File: src/spi_bus_pkg.sv
// byte lanes fixed at 8 bits and the in-frame byte index wraps after 2^32 bytes
package spi_bus_pkg;

    // widths of the command path between the spi target and its blocks
    localparam int ADDR_WIDTH  = 8;    // first byte of every frame
    localparam int DATA_WIDTH  = 8;    // one data or response byte
    localparam int COUNT_WIDTH = 32;   // data byte index inside a frame

    // register address taken from the address phase
    typedef logic [ADDR_WIDTH-1:0] bus_addr_t;

    // payload byte in either direction
    // blocks drive zero when not addressed so responses can be ORed
    typedef logic [DATA_WIDTH-1:0] bus_data_t;

    // counts data bytes from 0
    // restarts with every new frame
    typedef logic [COUNT_WIDTH-1:0] byte_count_t;

endpackage
File: src/spi_map_pkg.sv
// address map assumes one address byte per frame and blocks that decode their own range
package spi_map_pkg;

    // csr block 0x10..0x12
    localparam spi_bus_pkg::bus_addr_t ADDR_CHIP_ID    = 8'h10;  // identity in every byte
    localparam spi_bus_pkg::bus_addr_t ADDR_CONTROL    = 8'h11;  // r/w control byte
    localparam spi_bus_pkg::bus_addr_t ADDR_STATUS     = 8'h12;  // buffer fill level

    // byte buffer 0x20..0x21
    localparam spi_bus_pkg::bus_addr_t ADDR_BUF_WRITE  = 8'h20;  // stream in from index 0
    localparam spi_bus_pkg::bus_addr_t ADDR_BUF_READ   = 8'h21;  // byte k returns entry k

    // checksum unit 0x30..0x32
    localparam spi_bus_pkg::bus_addr_t ADDR_SUM_DATA   = 8'h30;  // bytes to accumulate
    localparam spi_bus_pkg::bus_addr_t ADDR_SUM_RESULT = 8'h31;  // byte 0 sum then byte 1 xor
    localparam spi_bus_pkg::bus_addr_t ADDR_SUM_CLEAR  = 8'h32;  // any write clears both

    // identity byte returned at ADDR_CHIP_ID
    localparam spi_bus_pkg::bus_data_t CHIP_ID         = 8'h81;

    // everything else in the map reads back as zero

endpackage

File: src/spi_sub_if.sv
// one host only; strobes are one spi clock wide and exist only while the device is selected
`timescale 1ns/1ps

interface spi_sub_if;

    spi_bus_pkg::bus_addr_t   address;         // shifted in during the address phase
    logic                     address_valid;   // one cycle after the 8th rising edge
    spi_bus_pkg::bus_data_t   wr_data;         // last complete data byte
    spi_bus_pkg::byte_count_t rd_byte_count;   // index of byte being shifted out
    spi_bus_pkg::byte_count_t wr_byte_count;   // index of wr_data while wr_en is high
    logic                     rd_en;           // one cycle before last bit edge
    logic                     wr_en;           // cycle after last bit edge

    // spi target drives the command side
    modport host (
        output address,
        output address_valid,
        output wr_data,
        output rd_byte_count,
        output wr_byte_count,
        output rd_en,
        output wr_en
    );

    // register blocks only listen
    modport sub (
        input address,
        input address_valid,
        input wr_data,
        input rd_byte_count,
        input wr_byte_count,
        input rd_en,
        input wr_en
    );

endinterface

File: src/spi_subsystem_top.sv
// single spi clock domain with no system clock; select is active low and BUFFER_DEPTH >= 2
`timescale 1ns/1ps

module spi_subsystem_top #(
    parameter int BUFFER_DEPTH = 16
) (
    input  logic spi_resetn,
    input  logic spi_select,
    input  logic spi_clock_in,
    input  logic spi_data_in,
    output logic spi_data_out
);

    spi_bus_pkg::bus_data_t   response_csr;
    spi_bus_pkg::bus_data_t   response_buffer;
    spi_bus_pkg::bus_data_t   response_checksum;
    spi_bus_pkg::byte_count_t fill_level;   // buffer level into status

    spi_sub_if sub_bus ();   // command strobes to all blocks

    spi_peripheral u_spi_peripheral (
        .spi_resetn        (spi_resetn),
        .spi_select        (spi_select),
        .spi_clock_in      (spi_clock_in),
        .spi_data_in       (spi_data_in),
        .spi_data_out      (spi_data_out),
        .bus               (sub_bus.host),
        .response_csr      (response_csr),
        .response_buffer   (response_buffer),
        .response_checksum (response_checksum)
    );

    // register blocks reset by system reset only
    csr_block u_csr_block (
        .spi_clock_in (spi_clock_in),
        .spi_resetn   (spi_resetn),
        .bus          (sub_bus.sub),
        .fill_level   (fill_level),
        .response     (response_csr)
    );

    byte_buffer #(
        .BUFFER_DEPTH (BUFFER_DEPTH)
    ) u_byte_buffer (
        .spi_clock_in (spi_clock_in),
        .spi_resetn   (spi_resetn),
        .bus          (sub_bus.sub),
        .fill_level   (fill_level),
        .response     (response_buffer)
    );

    checksum_unit u_checksum_unit (
        .spi_clock_in (spi_clock_in),
        .spi_resetn   (spi_resetn),
        .bus          (sub_bus.sub),
        .response     (response_checksum)
    );

endmodule

File: src/checksum_unit.sv
// sum is modulo 256; both accumulators survive deselect and clear on reset or ADDR_SUM_CLEAR
`timescale 1ns/1ps

module checksum_unit (
    input  logic                   spi_clock_in,
    input  logic                   spi_resetn,
    spi_sub_if.sub                 bus,
    output spi_bus_pkg::bus_data_t response
);

    spi_bus_pkg::bus_data_t sum_acc;   // wraps at 256
    spi_bus_pkg::bus_data_t xor_acc;
    logic                   sum_wr;
    logic                   clr_wr;

    assign sum_wr = bus.wr_en && (bus.address == spi_map_pkg::ADDR_SUM_DATA);
    assign clr_wr = bus.wr_en && (bus.address == spi_map_pkg::ADDR_SUM_CLEAR);  // data ignored

    always_ff @(posedge spi_clock_in or negedge spi_resetn) begin
        if (!spi_resetn) begin
            sum_acc <= '0;
            xor_acc <= '0;
        end else if (clr_wr) begin
            sum_acc <= '0;
            xor_acc <= '0;
        end else if (sum_wr) begin
            sum_acc <= sum_acc + bus.wr_data;   // carry dropped
            xor_acc <= xor_acc ^ bus.wr_data;
        end
    end

    // result frame returns sum then xor
    always_comb begin
        response = '0;
        if (bus.address == spi_map_pkg::ADDR_SUM_RESULT) begin
            if (bus.rd_byte_count == 0) begin
                response = sum_acc;
            end else if (bus.rd_byte_count == 1) begin
                response = xor_acc;
            end
            // later bytes read zero
        end
    end

endmodule

File: src/byte_buffer.sv
// BUFFER_DEPTH must be at least 2; bytes past the depth are dropped and each write sets the level
`timescale 1ns/1ps

module byte_buffer #(
    parameter int BUFFER_DEPTH = 16
) (
    input  logic                     spi_clock_in,
    input  logic                     spi_resetn,
    spi_sub_if.sub                   bus,
    output spi_bus_pkg::byte_count_t fill_level,   // to csr status
    output spi_bus_pkg::bus_data_t   response
);

    localparam int INDEX_WIDTH = $clog2(BUFFER_DEPTH);
    localparam spi_bus_pkg::byte_count_t DEPTH = BUFFER_DEPTH;   // for index compares

    spi_bus_pkg::bus_data_t   mem [BUFFER_DEPTH];   // no reset, level guards reads
    logic                     buf_wr;              // write strobe for this block
    logic                     in_range;            // write index fits the memory
    logic                     rd_hit;              // read index below the level
    logic [INDEX_WIDTH-1:0]   wr_index;
    logic [INDEX_WIDTH-1:0]   rd_index;

    assign buf_wr   = bus.wr_en && (bus.address == spi_map_pkg::ADDR_BUF_WRITE);
    assign in_range = bus.wr_byte_count < DEPTH;
    assign rd_hit   = bus.rd_byte_count < fill_level;   // level never above DEPTH
    assign wr_index = bus.wr_byte_count[INDEX_WIDTH-1:0];
    assign rd_index = bus.rd_byte_count[INDEX_WIDTH-1:0];

    // storage
    always_ff @(posedge spi_clock_in) begin
        if (buf_wr && in_range) begin
            mem[wr_index] <= bus.wr_data;
        end
    end

    // fill level tracks the stream just written
    // so a shorter stream shortens it again
    always_ff @(posedge spi_clock_in or negedge spi_resetn) begin
        if (!spi_resetn) begin
            fill_level <= '0;
        end else if (buf_wr) begin
            if (in_range) begin
                fill_level <= bus.wr_byte_count + 1'b1;
            end else begin
                fill_level <= DEPTH;   // overflow bytes dropped
            end
        end
    end

    // replay by byte index of the read frame
    always_comb begin
        if ((bus.address == spi_map_pkg::ADDR_BUF_READ) && rd_hit) begin
            response = mem[rd_index];
        end else begin
            response = '0;   // other address or past the level
        end
    end

endmodule

File: src/csr_block.sv
// control register survives deselect and clears only on system reset; status saturates at 255
`timescale 1ns/1ps

module csr_block (
    input  logic                     spi_clock_in,
    input  logic                     spi_resetn,
    spi_sub_if.sub                   bus,
    input  spi_bus_pkg::byte_count_t fill_level,   // from byte_buffer
    output spi_bus_pkg::bus_data_t   response
);

    localparam spi_bus_pkg::byte_count_t STATUS_MAX = 255;   // largest level in one byte

    spi_bus_pkg::bus_data_t control;   // host owned byte
    spi_bus_pkg::bus_data_t status;    // clamped fill level
    logic                   control_wr;

    assign control_wr = bus.wr_en && (bus.address == spi_map_pkg::ADDR_CONTROL);

    // fill level does not fit a byte beyond 255
    always_comb begin
        if (fill_level > STATUS_MAX) begin
            status = '1;
        end else begin
            status = spi_bus_pkg::bus_data_t'(fill_level);
        end
    end

    // every data byte of a control frame overwrites it
    // last byte wins
    always_ff @(posedge spi_clock_in or negedge spi_resetn) begin
        if (!spi_resetn) begin
            control <= '0;
        end else if (control_wr) begin
            control <= bus.wr_data;
        end
    end

    // own addresses only
    // zero elsewhere for the OR merge
    always_comb begin
        case (bus.address)
            spi_map_pkg::ADDR_CHIP_ID: begin
                response = spi_map_pkg::CHIP_ID;   // same in every byte
            end
            spi_map_pkg::ADDR_CONTROL: begin
                response = control;                // value before this byte's write
            end
            spi_map_pkg::ADDR_STATUS: begin
                response = status;
            end
            default: begin
                response = '0;
            end
        endcase
    end

endmodule

File: src/spi_peripheral.sv
// spi mode 0 target only; select is active low and a deselect mid-byte drops that byte
`timescale 1ns/1ps

module spi_peripheral (
    input  logic                   spi_resetn,
    input  logic                   spi_select,        // active low
    input  logic                   spi_clock_in,
    input  logic                   spi_data_in,
    output logic                   spi_data_out,
    spi_sub_if.host                bus,
    input  spi_bus_pkg::bus_data_t response_csr,
    input  spi_bus_pkg::bus_data_t response_buffer,
    input  spi_bus_pkg::bus_data_t response_checksum
);

    typedef enum logic {
        PHASE_ADDR,    // first byte of the frame
        PHASE_DATA     // repeating data bytes
    } frame_phase_t;

    logic                   frame_resetn;   // system reset or deselect
    frame_phase_t           phase;
    logic [2:0]             bit_count;      // bits left in the byte minus one
    spi_bus_pkg::bus_data_t shift_reg;      // response out and data in share it
    spi_bus_pkg::bus_data_t response;       // merged block responses

    assign frame_resetn = spi_resetn & ~spi_select;
    assign response     = response_csr | response_buffer | response_checksum;  // unaddressed = 0
    assign bus.wr_data  = shift_reg;

    // bit and byte tracking plus strobes
    always_ff @(posedge spi_clock_in or negedge frame_resetn) begin
        if (!frame_resetn) begin
            phase             <= PHASE_ADDR;
            bit_count         <= 3'd7;
            bus.address_valid <= 1'b0;
            bus.rd_en         <= 1'b0;
            bus.wr_en         <= 1'b0;
            bus.rd_byte_count <= '0;
            bus.wr_byte_count <= '0;
        end else begin
            bit_count <= bit_count - 3'd1;   // wraps back to 7 after bit 0
            if (bit_count == 3'd0) begin
                phase <= PHASE_DATA;          // stays in data until deselect
                if (phase == PHASE_DATA) begin
                    bus.rd_byte_count <= bus.rd_byte_count + 1'b1;  // next byte to send
                end
            end
            bus.address_valid <= (phase == PHASE_ADDR) && (bit_count == 3'd0);
            bus.rd_en         <= (phase == PHASE_DATA) && (bit_count == 3'd1);
            bus.wr_en         <= (phase == PHASE_DATA) && (bit_count == 3'd0);
            // catch up once the write strobe has been seen
            if (bus.wr_en) begin
                bus.wr_byte_count <= bus.rd_byte_count;
            end
        end
    end

    // sample host data MSB first
    always_ff @(posedge spi_clock_in) begin
        if (phase == PHASE_ADDR) begin
            bus.address <= {bus.address[6:0], spi_data_in};
        end else if (bit_count == 3'd7) begin
            // first bit of a data byte loads the response behind it
            shift_reg <= {response[6:0], spi_data_in};
        end else begin
            shift_reg <= {shift_reg[6:0], spi_data_in};
        end
    end

    // drive response half a clock ahead of the host sample
    always_ff @(negedge spi_clock_in or negedge frame_resetn) begin
        if (!frame_resetn) begin
            spi_data_out <= 1'b0;
        end else if (phase == PHASE_DATA) begin
            if (bit_count == 3'd7) begin
                spi_data_out <= response[7];     // msb straight from the merge
            end else begin
                spi_data_out <= shift_reg[7];    // rest from the loaded register
            end
        end
    end

endmodule

File: config.mk
export PLATFORM = sky130hd
export DESIGN_NAME = spi_subsystem_top
export DESIGN_NICKNAME = d
export VERILOG_FILES = /design/src/spi_bus_pkg.sv /design/src/spi_map_pkg.sv /design/src/spi_sub_if.sv /design/src/spi_subsystem_top.sv /design/src/checksum_unit.sv /design/src/byte_buffer.sv /design/src/csr_block.sv /design/src/spi_peripheral.sv
export SDC_FILE = /design/constraint.sdc
export NUM_CORES = 1
export LEC_CHECK = 0
export BUFFER_PORTS_ARGS = -buffer_cell sky130_fd_sc_hd__buf_2
export CAP_MARGIN = 20
export CORE_MARGIN = 10
export CORE_UTILIZATION = 60
export CTS_BUF_LIST = sky130_fd_sc_hd__clkbuf_4 sky130_fd_sc_hd__clkbuf_8
export CTS_CLUSTER_SIZE = 16
export DETAILED_ROUTE_END_ITERATION = 16
export PLACE_DENSITY_LB_ADDON = 0.05
export SYNTH_ARGS = -nofsm -noshare
export SYNTH_HDL_FRONTEND = slang
export SYNTH_SLANG_ARGS = --single-unit
File: constraint.sdc
create_clock -name spi_clock_in -period 12.61 [get_ports spi_clock_in]
set_input_delay 1.8915 -clock spi_clock_in [delete_from_list [all_inputs] [get_ports spi_clock_in]]
set_output_delay 1.8915 -clock spi_clock_in [all_outputs]
set_load 0.02 [all_outputs]
==> summary.txt <==
Logic synthesis
  • Register area share after synthesis: 61.9%
  • Synth Flop Type: edfxtp_1
  • Mapped Nets: 947
  • FFs w/ async S/R, synth: 46.7%
  • Distinct cells, synth: 60
  • Mean Syn Cell Area: 13.5 um2
  • #FFs+latches synth: 270
  • Post-synthesis simple-gate area fraction: 10.7%
  • Largest family of logic cells by synthesized area: simple AND/OR/NAND/NOR gates
  • Synth warnings: 0
  • Post-synthesis compound-gate area fraction: 6.18%
  • XOR/XNOR share of the synthesized area: 2.97%
  • Mapped Cells: 894
  • EDFF count, synth: 144
  • Mux contribution to synthesized area: 10.1%
  • Synthesized area: 12100 um2
  • Post-Synth Adder-Cell Area: 5.13%

STA
  • Final setup vio count: 0
  • Final Hold Vio Count: 0
  • Clock Skews: 0.0300 ns
  • Sum Neg Setup Slack: 0 ns
  • Worst setup margin: 3.28 ns
  • Final Max Slew Viols: 0
  • Final hold slack: 0.495 ns
  • RSZ-0062 raised after global routing: no
  • Relative slew slack: 36.6%
  • Worst slew pin tran: 0.951 ns

Outcome
  • Outcome: complete, no violations

Drt
  • Starting DRT DRC Count: 525
  • Final WL: 25500 um
  • Drt wl/cell: 21.0 um
  • DRT Pass-1 Iters: 5
  • Vias: 7295
  • Post-route DRC: 0
  • Via density: 6.00
  • Antenna-violating nets left: 0

Cells and area
  • Commonest non-fill, non-tap cell in the layout: edfxtp_1
  • Final core occ: 67.5%
  • Area Growth Syn to Fin: 9.68%
  • Most frequent cells in the layout: edfxtp_1 (144), dfrtp_1 (121), nor2_1 (63), nand2_1 (60), inv_1 (51)
  • Antenna cells: 0
  • Share of cells above drive strength 1: 18.0%
  • Final #Nets: 974

Worst setup path
  • Crit Path Class: register to output pin
  • Critical path cell sequence: buf_2
  • Startpoint types: register
  • R2R depth: 7
  • Critical Path AT: 7.44 ns
  • Reg-to-reg endpoint: u_spi_peripheral.spi_data_out
  • Max stage delay on crit path: 0.43 ns
  • CP top delay family: flip-flops
  • Critical path peak fanout: 2
  • Critical Path RT: 10.72 ns
  • Critical path buffers and inverters: 1
  • Slowest CP cell: dfrtn_1
  • CP endpoint kind: output pin
  • RR Startpoint: u_spi_peripheral.bus.rd_byte_count[0]
  • R2R setup slack: 3.58 ns

Hold path
  • Hold WC Path Type: register to register
  • HP Start: u_csr_block.control[3]
  • Hold Path Sink: u_csr_block.control[3]
  • Hold path depth: 2

Die
  • Width of the die: 162 um
  • Core footprint: 19700 um2
  • Die area: 26200 um2
  • IO Pins: 5
  • Initial core utilization: 61.5%
  • Cell Rows: 51
  • Die height: 162 um

Clocking
  • Post-CTS Setup Bufs: 0
  • Clk_lat worst skew: 0.55 ns
  • CTS clk-pin slew, worst paths: 0.06 ns
  • Max Buffers Root-to-Sink: 3
  • CTS tree: built
  • Post-CTS Hold Buffers: 0
  • Post-cts sizing count: 0
  • CTS root buffer: clkbuf_8
  • Inserted Clock Buffers: 44
  • CTS Sinks: 270
  • # H-tree levels: 2

Global routing
  • Global-route wire length before repair: 41600 um
  • All-Layer GR Usage: 20.1%
  • Initial antenna violation count: 0
  • GRT Residual Overflow: 0
  • Largest net degree at the start of global routing: 71
  • Vias in the first global route: 7624

Placement
  • RePlAce Congestion: 0.896
  • IO Port Bufs: 4
  • Pre-CTS WS: 2.76 ns
  • Hpwl dp: 17200 um

Power
  • Net Sw Frac: 20.5%
  • Clock power share: 44.2%
  • Pleak: 5.40 nW
  • Comb power frac: 0.8%
  • Int Pwr: 1.36 mW
  • Peak VDD IR: 0.000102 V
  • Sw Pwr: 0.350 mW
  • Seq pwr share: 55.0%
  • Pwr Density: 129 nW/um2

Flow run
  • Max Cap Viol: 0
final cells by class:
class                           count  area [um2]
Inverter                           51         191
Tap cell                          265         332
Sequential cell                   270        7480
Multi-Input combinational cell    538        4260
Clock inverter                      9        80.1
Clock buffer                       67         803
Fill cell                        1444        6390
Timing Repair Buffer               16         110
power by group through the flow:
stage,registers [mW],clock network [mW],logic (mW)
2_1_floorplan,0.953,0,0.00676
3_3_place_gp,0.958,0,0.0131
3_5_place_dp,0.959,0,0.0136
4_1_cts,0.942,0.775,0.0137
5_1_grt,0.942,0.820,0.0152
6_report,0.942,0.757,0.0129
cells in the mapped netlist, types with 2 or more instances:
cell type | number | area [um2]
edfxtp_1 | 144 | 4320
dfrtp_1 | 122 | 3050
nor2_1 | 63 | 236
nand2_1 | 60 | 225
inv_1 | 51 | 191
ha_1 | 48 | 601
a21oi_1 | 37 | 185
mux2_2 | 36 | 405
mux4_2 | 32 | 721
o21ai_0 | 32 | 160
xnor2_1 | 29 | 254
nor4_1 | 26 | 163
nand3_1 | 16 | 80.1
nor3_1 | 16 | 80.1
clkbuf_1 | 15 | 56.3
nand4_1 | 15 | 93.8
and2_1 | 13 | 81.3
xor2_1 | 12 | 105
mux2i_1 | 10 | 100
nor2b_1 | 10 | 62.6
a211oi_1 | 9 | 67.6
and3_1 | 8 | 50.1
buf_2 | 8 | 40.0
a221oi_1 | 7 | 61.3
o22ai_1 | 7 | 43.8
o2111ai_1 | 6 | 52.6
buf_1 | 5 | 18.8
nand3b_1 | 5 | 37.5
a21o_1 | 4 | 30.0
a22o_1 | 3 | 26.3
and4_1 | 3 | 26.3
buf_4 | 3 | 22.5
dfstp_2 | 3 | 78.8
nand2b_1 | 3 | 18.8
a2111oi_0 | 2 | 17.5
and3b_1 | 2 | 17.5
buf_6 | 2 | 22.5
clkbuf_2 | 2 | 10.0
nor3_2 | 2 | 20.0
o21ai_1 | 2 | 10.0
o31ai_1 | 2 | 15.0
flip-flops by register name, indices dropped and copies added, names as in the netlist:
name / count
u_byte_buffer.mem: 128
u_byte_buffer.fill_level: 32
u_spi_peripheral.bus.rd_byte_count: 32
u_spi_peripheral.bus.wr_byte_count: 32
u_checksum_unit.sum_acc: 8
u_checksum_unit.xor_acc: 8
u_csr_block.control: 8
u_spi_peripheral.bus.address: 8
u_spi_peripheral.bus.wr_data: 8
u_spi_peripheral.bit_count: 3
u_spi_peripheral.bus.wr_en: 1
u_spi_peripheral.phase: 1
u_spi_peripheral.spi_data_out: 1
worst max-delay path by stage:
stage | startpoint | end | slack (ns) | cells past startpoint
after CTS | u_spi_peripheral.spi_data_out | spi_data_out | 3.24 | 1
after detailed placement | spi_resetn | u_spi_peripheral.spi_data_out | 2.76 | 4
final | u_spi_peripheral.spi_data_out | spi_data_out | 3.28 | 1
after floorplan | spi_select | u_spi_peripheral.spi_data_out | 0.26 | 1
after global placement | spi_resetn | u_spi_peripheral.spi_data_out | 2.79 | 4
after global routing | spi_resetn | u_spi_peripheral.spi_data_out | 3.10 | 4
logic make-up after synthesis:
family | after synthesis
DFF | 270
and+or+nand+nor | 251
AOI/OAI and AO/OA | 119
buffers and inverters | 86
muxes | 78
adders and majority gates | 49
xor gates and xnor gates | 41
through the flow:
stage	area, um2	instances	power [mW]
after detailed placement	12400	1140	0.972
after global routing	13300	1216	1.78
after CTS	13300	1216	1.73
after floorplan	12100	894	0.960
final	13300	1216	1.71
after global placement	12400	1140	0.971
metal layers:
layer	vias up	part of all wire (%)	wire length [um]	global-route usage, %
met3	58	6.1	1550	3.44
met2	245	50	12700	33.3
met1	3624	42	10600	26.2
li1	3368	-	-	-
met5	-	0	0	0
met4	0	2.6	662	7.65
No activity file was read; power rests on OpenSTA's default activity.
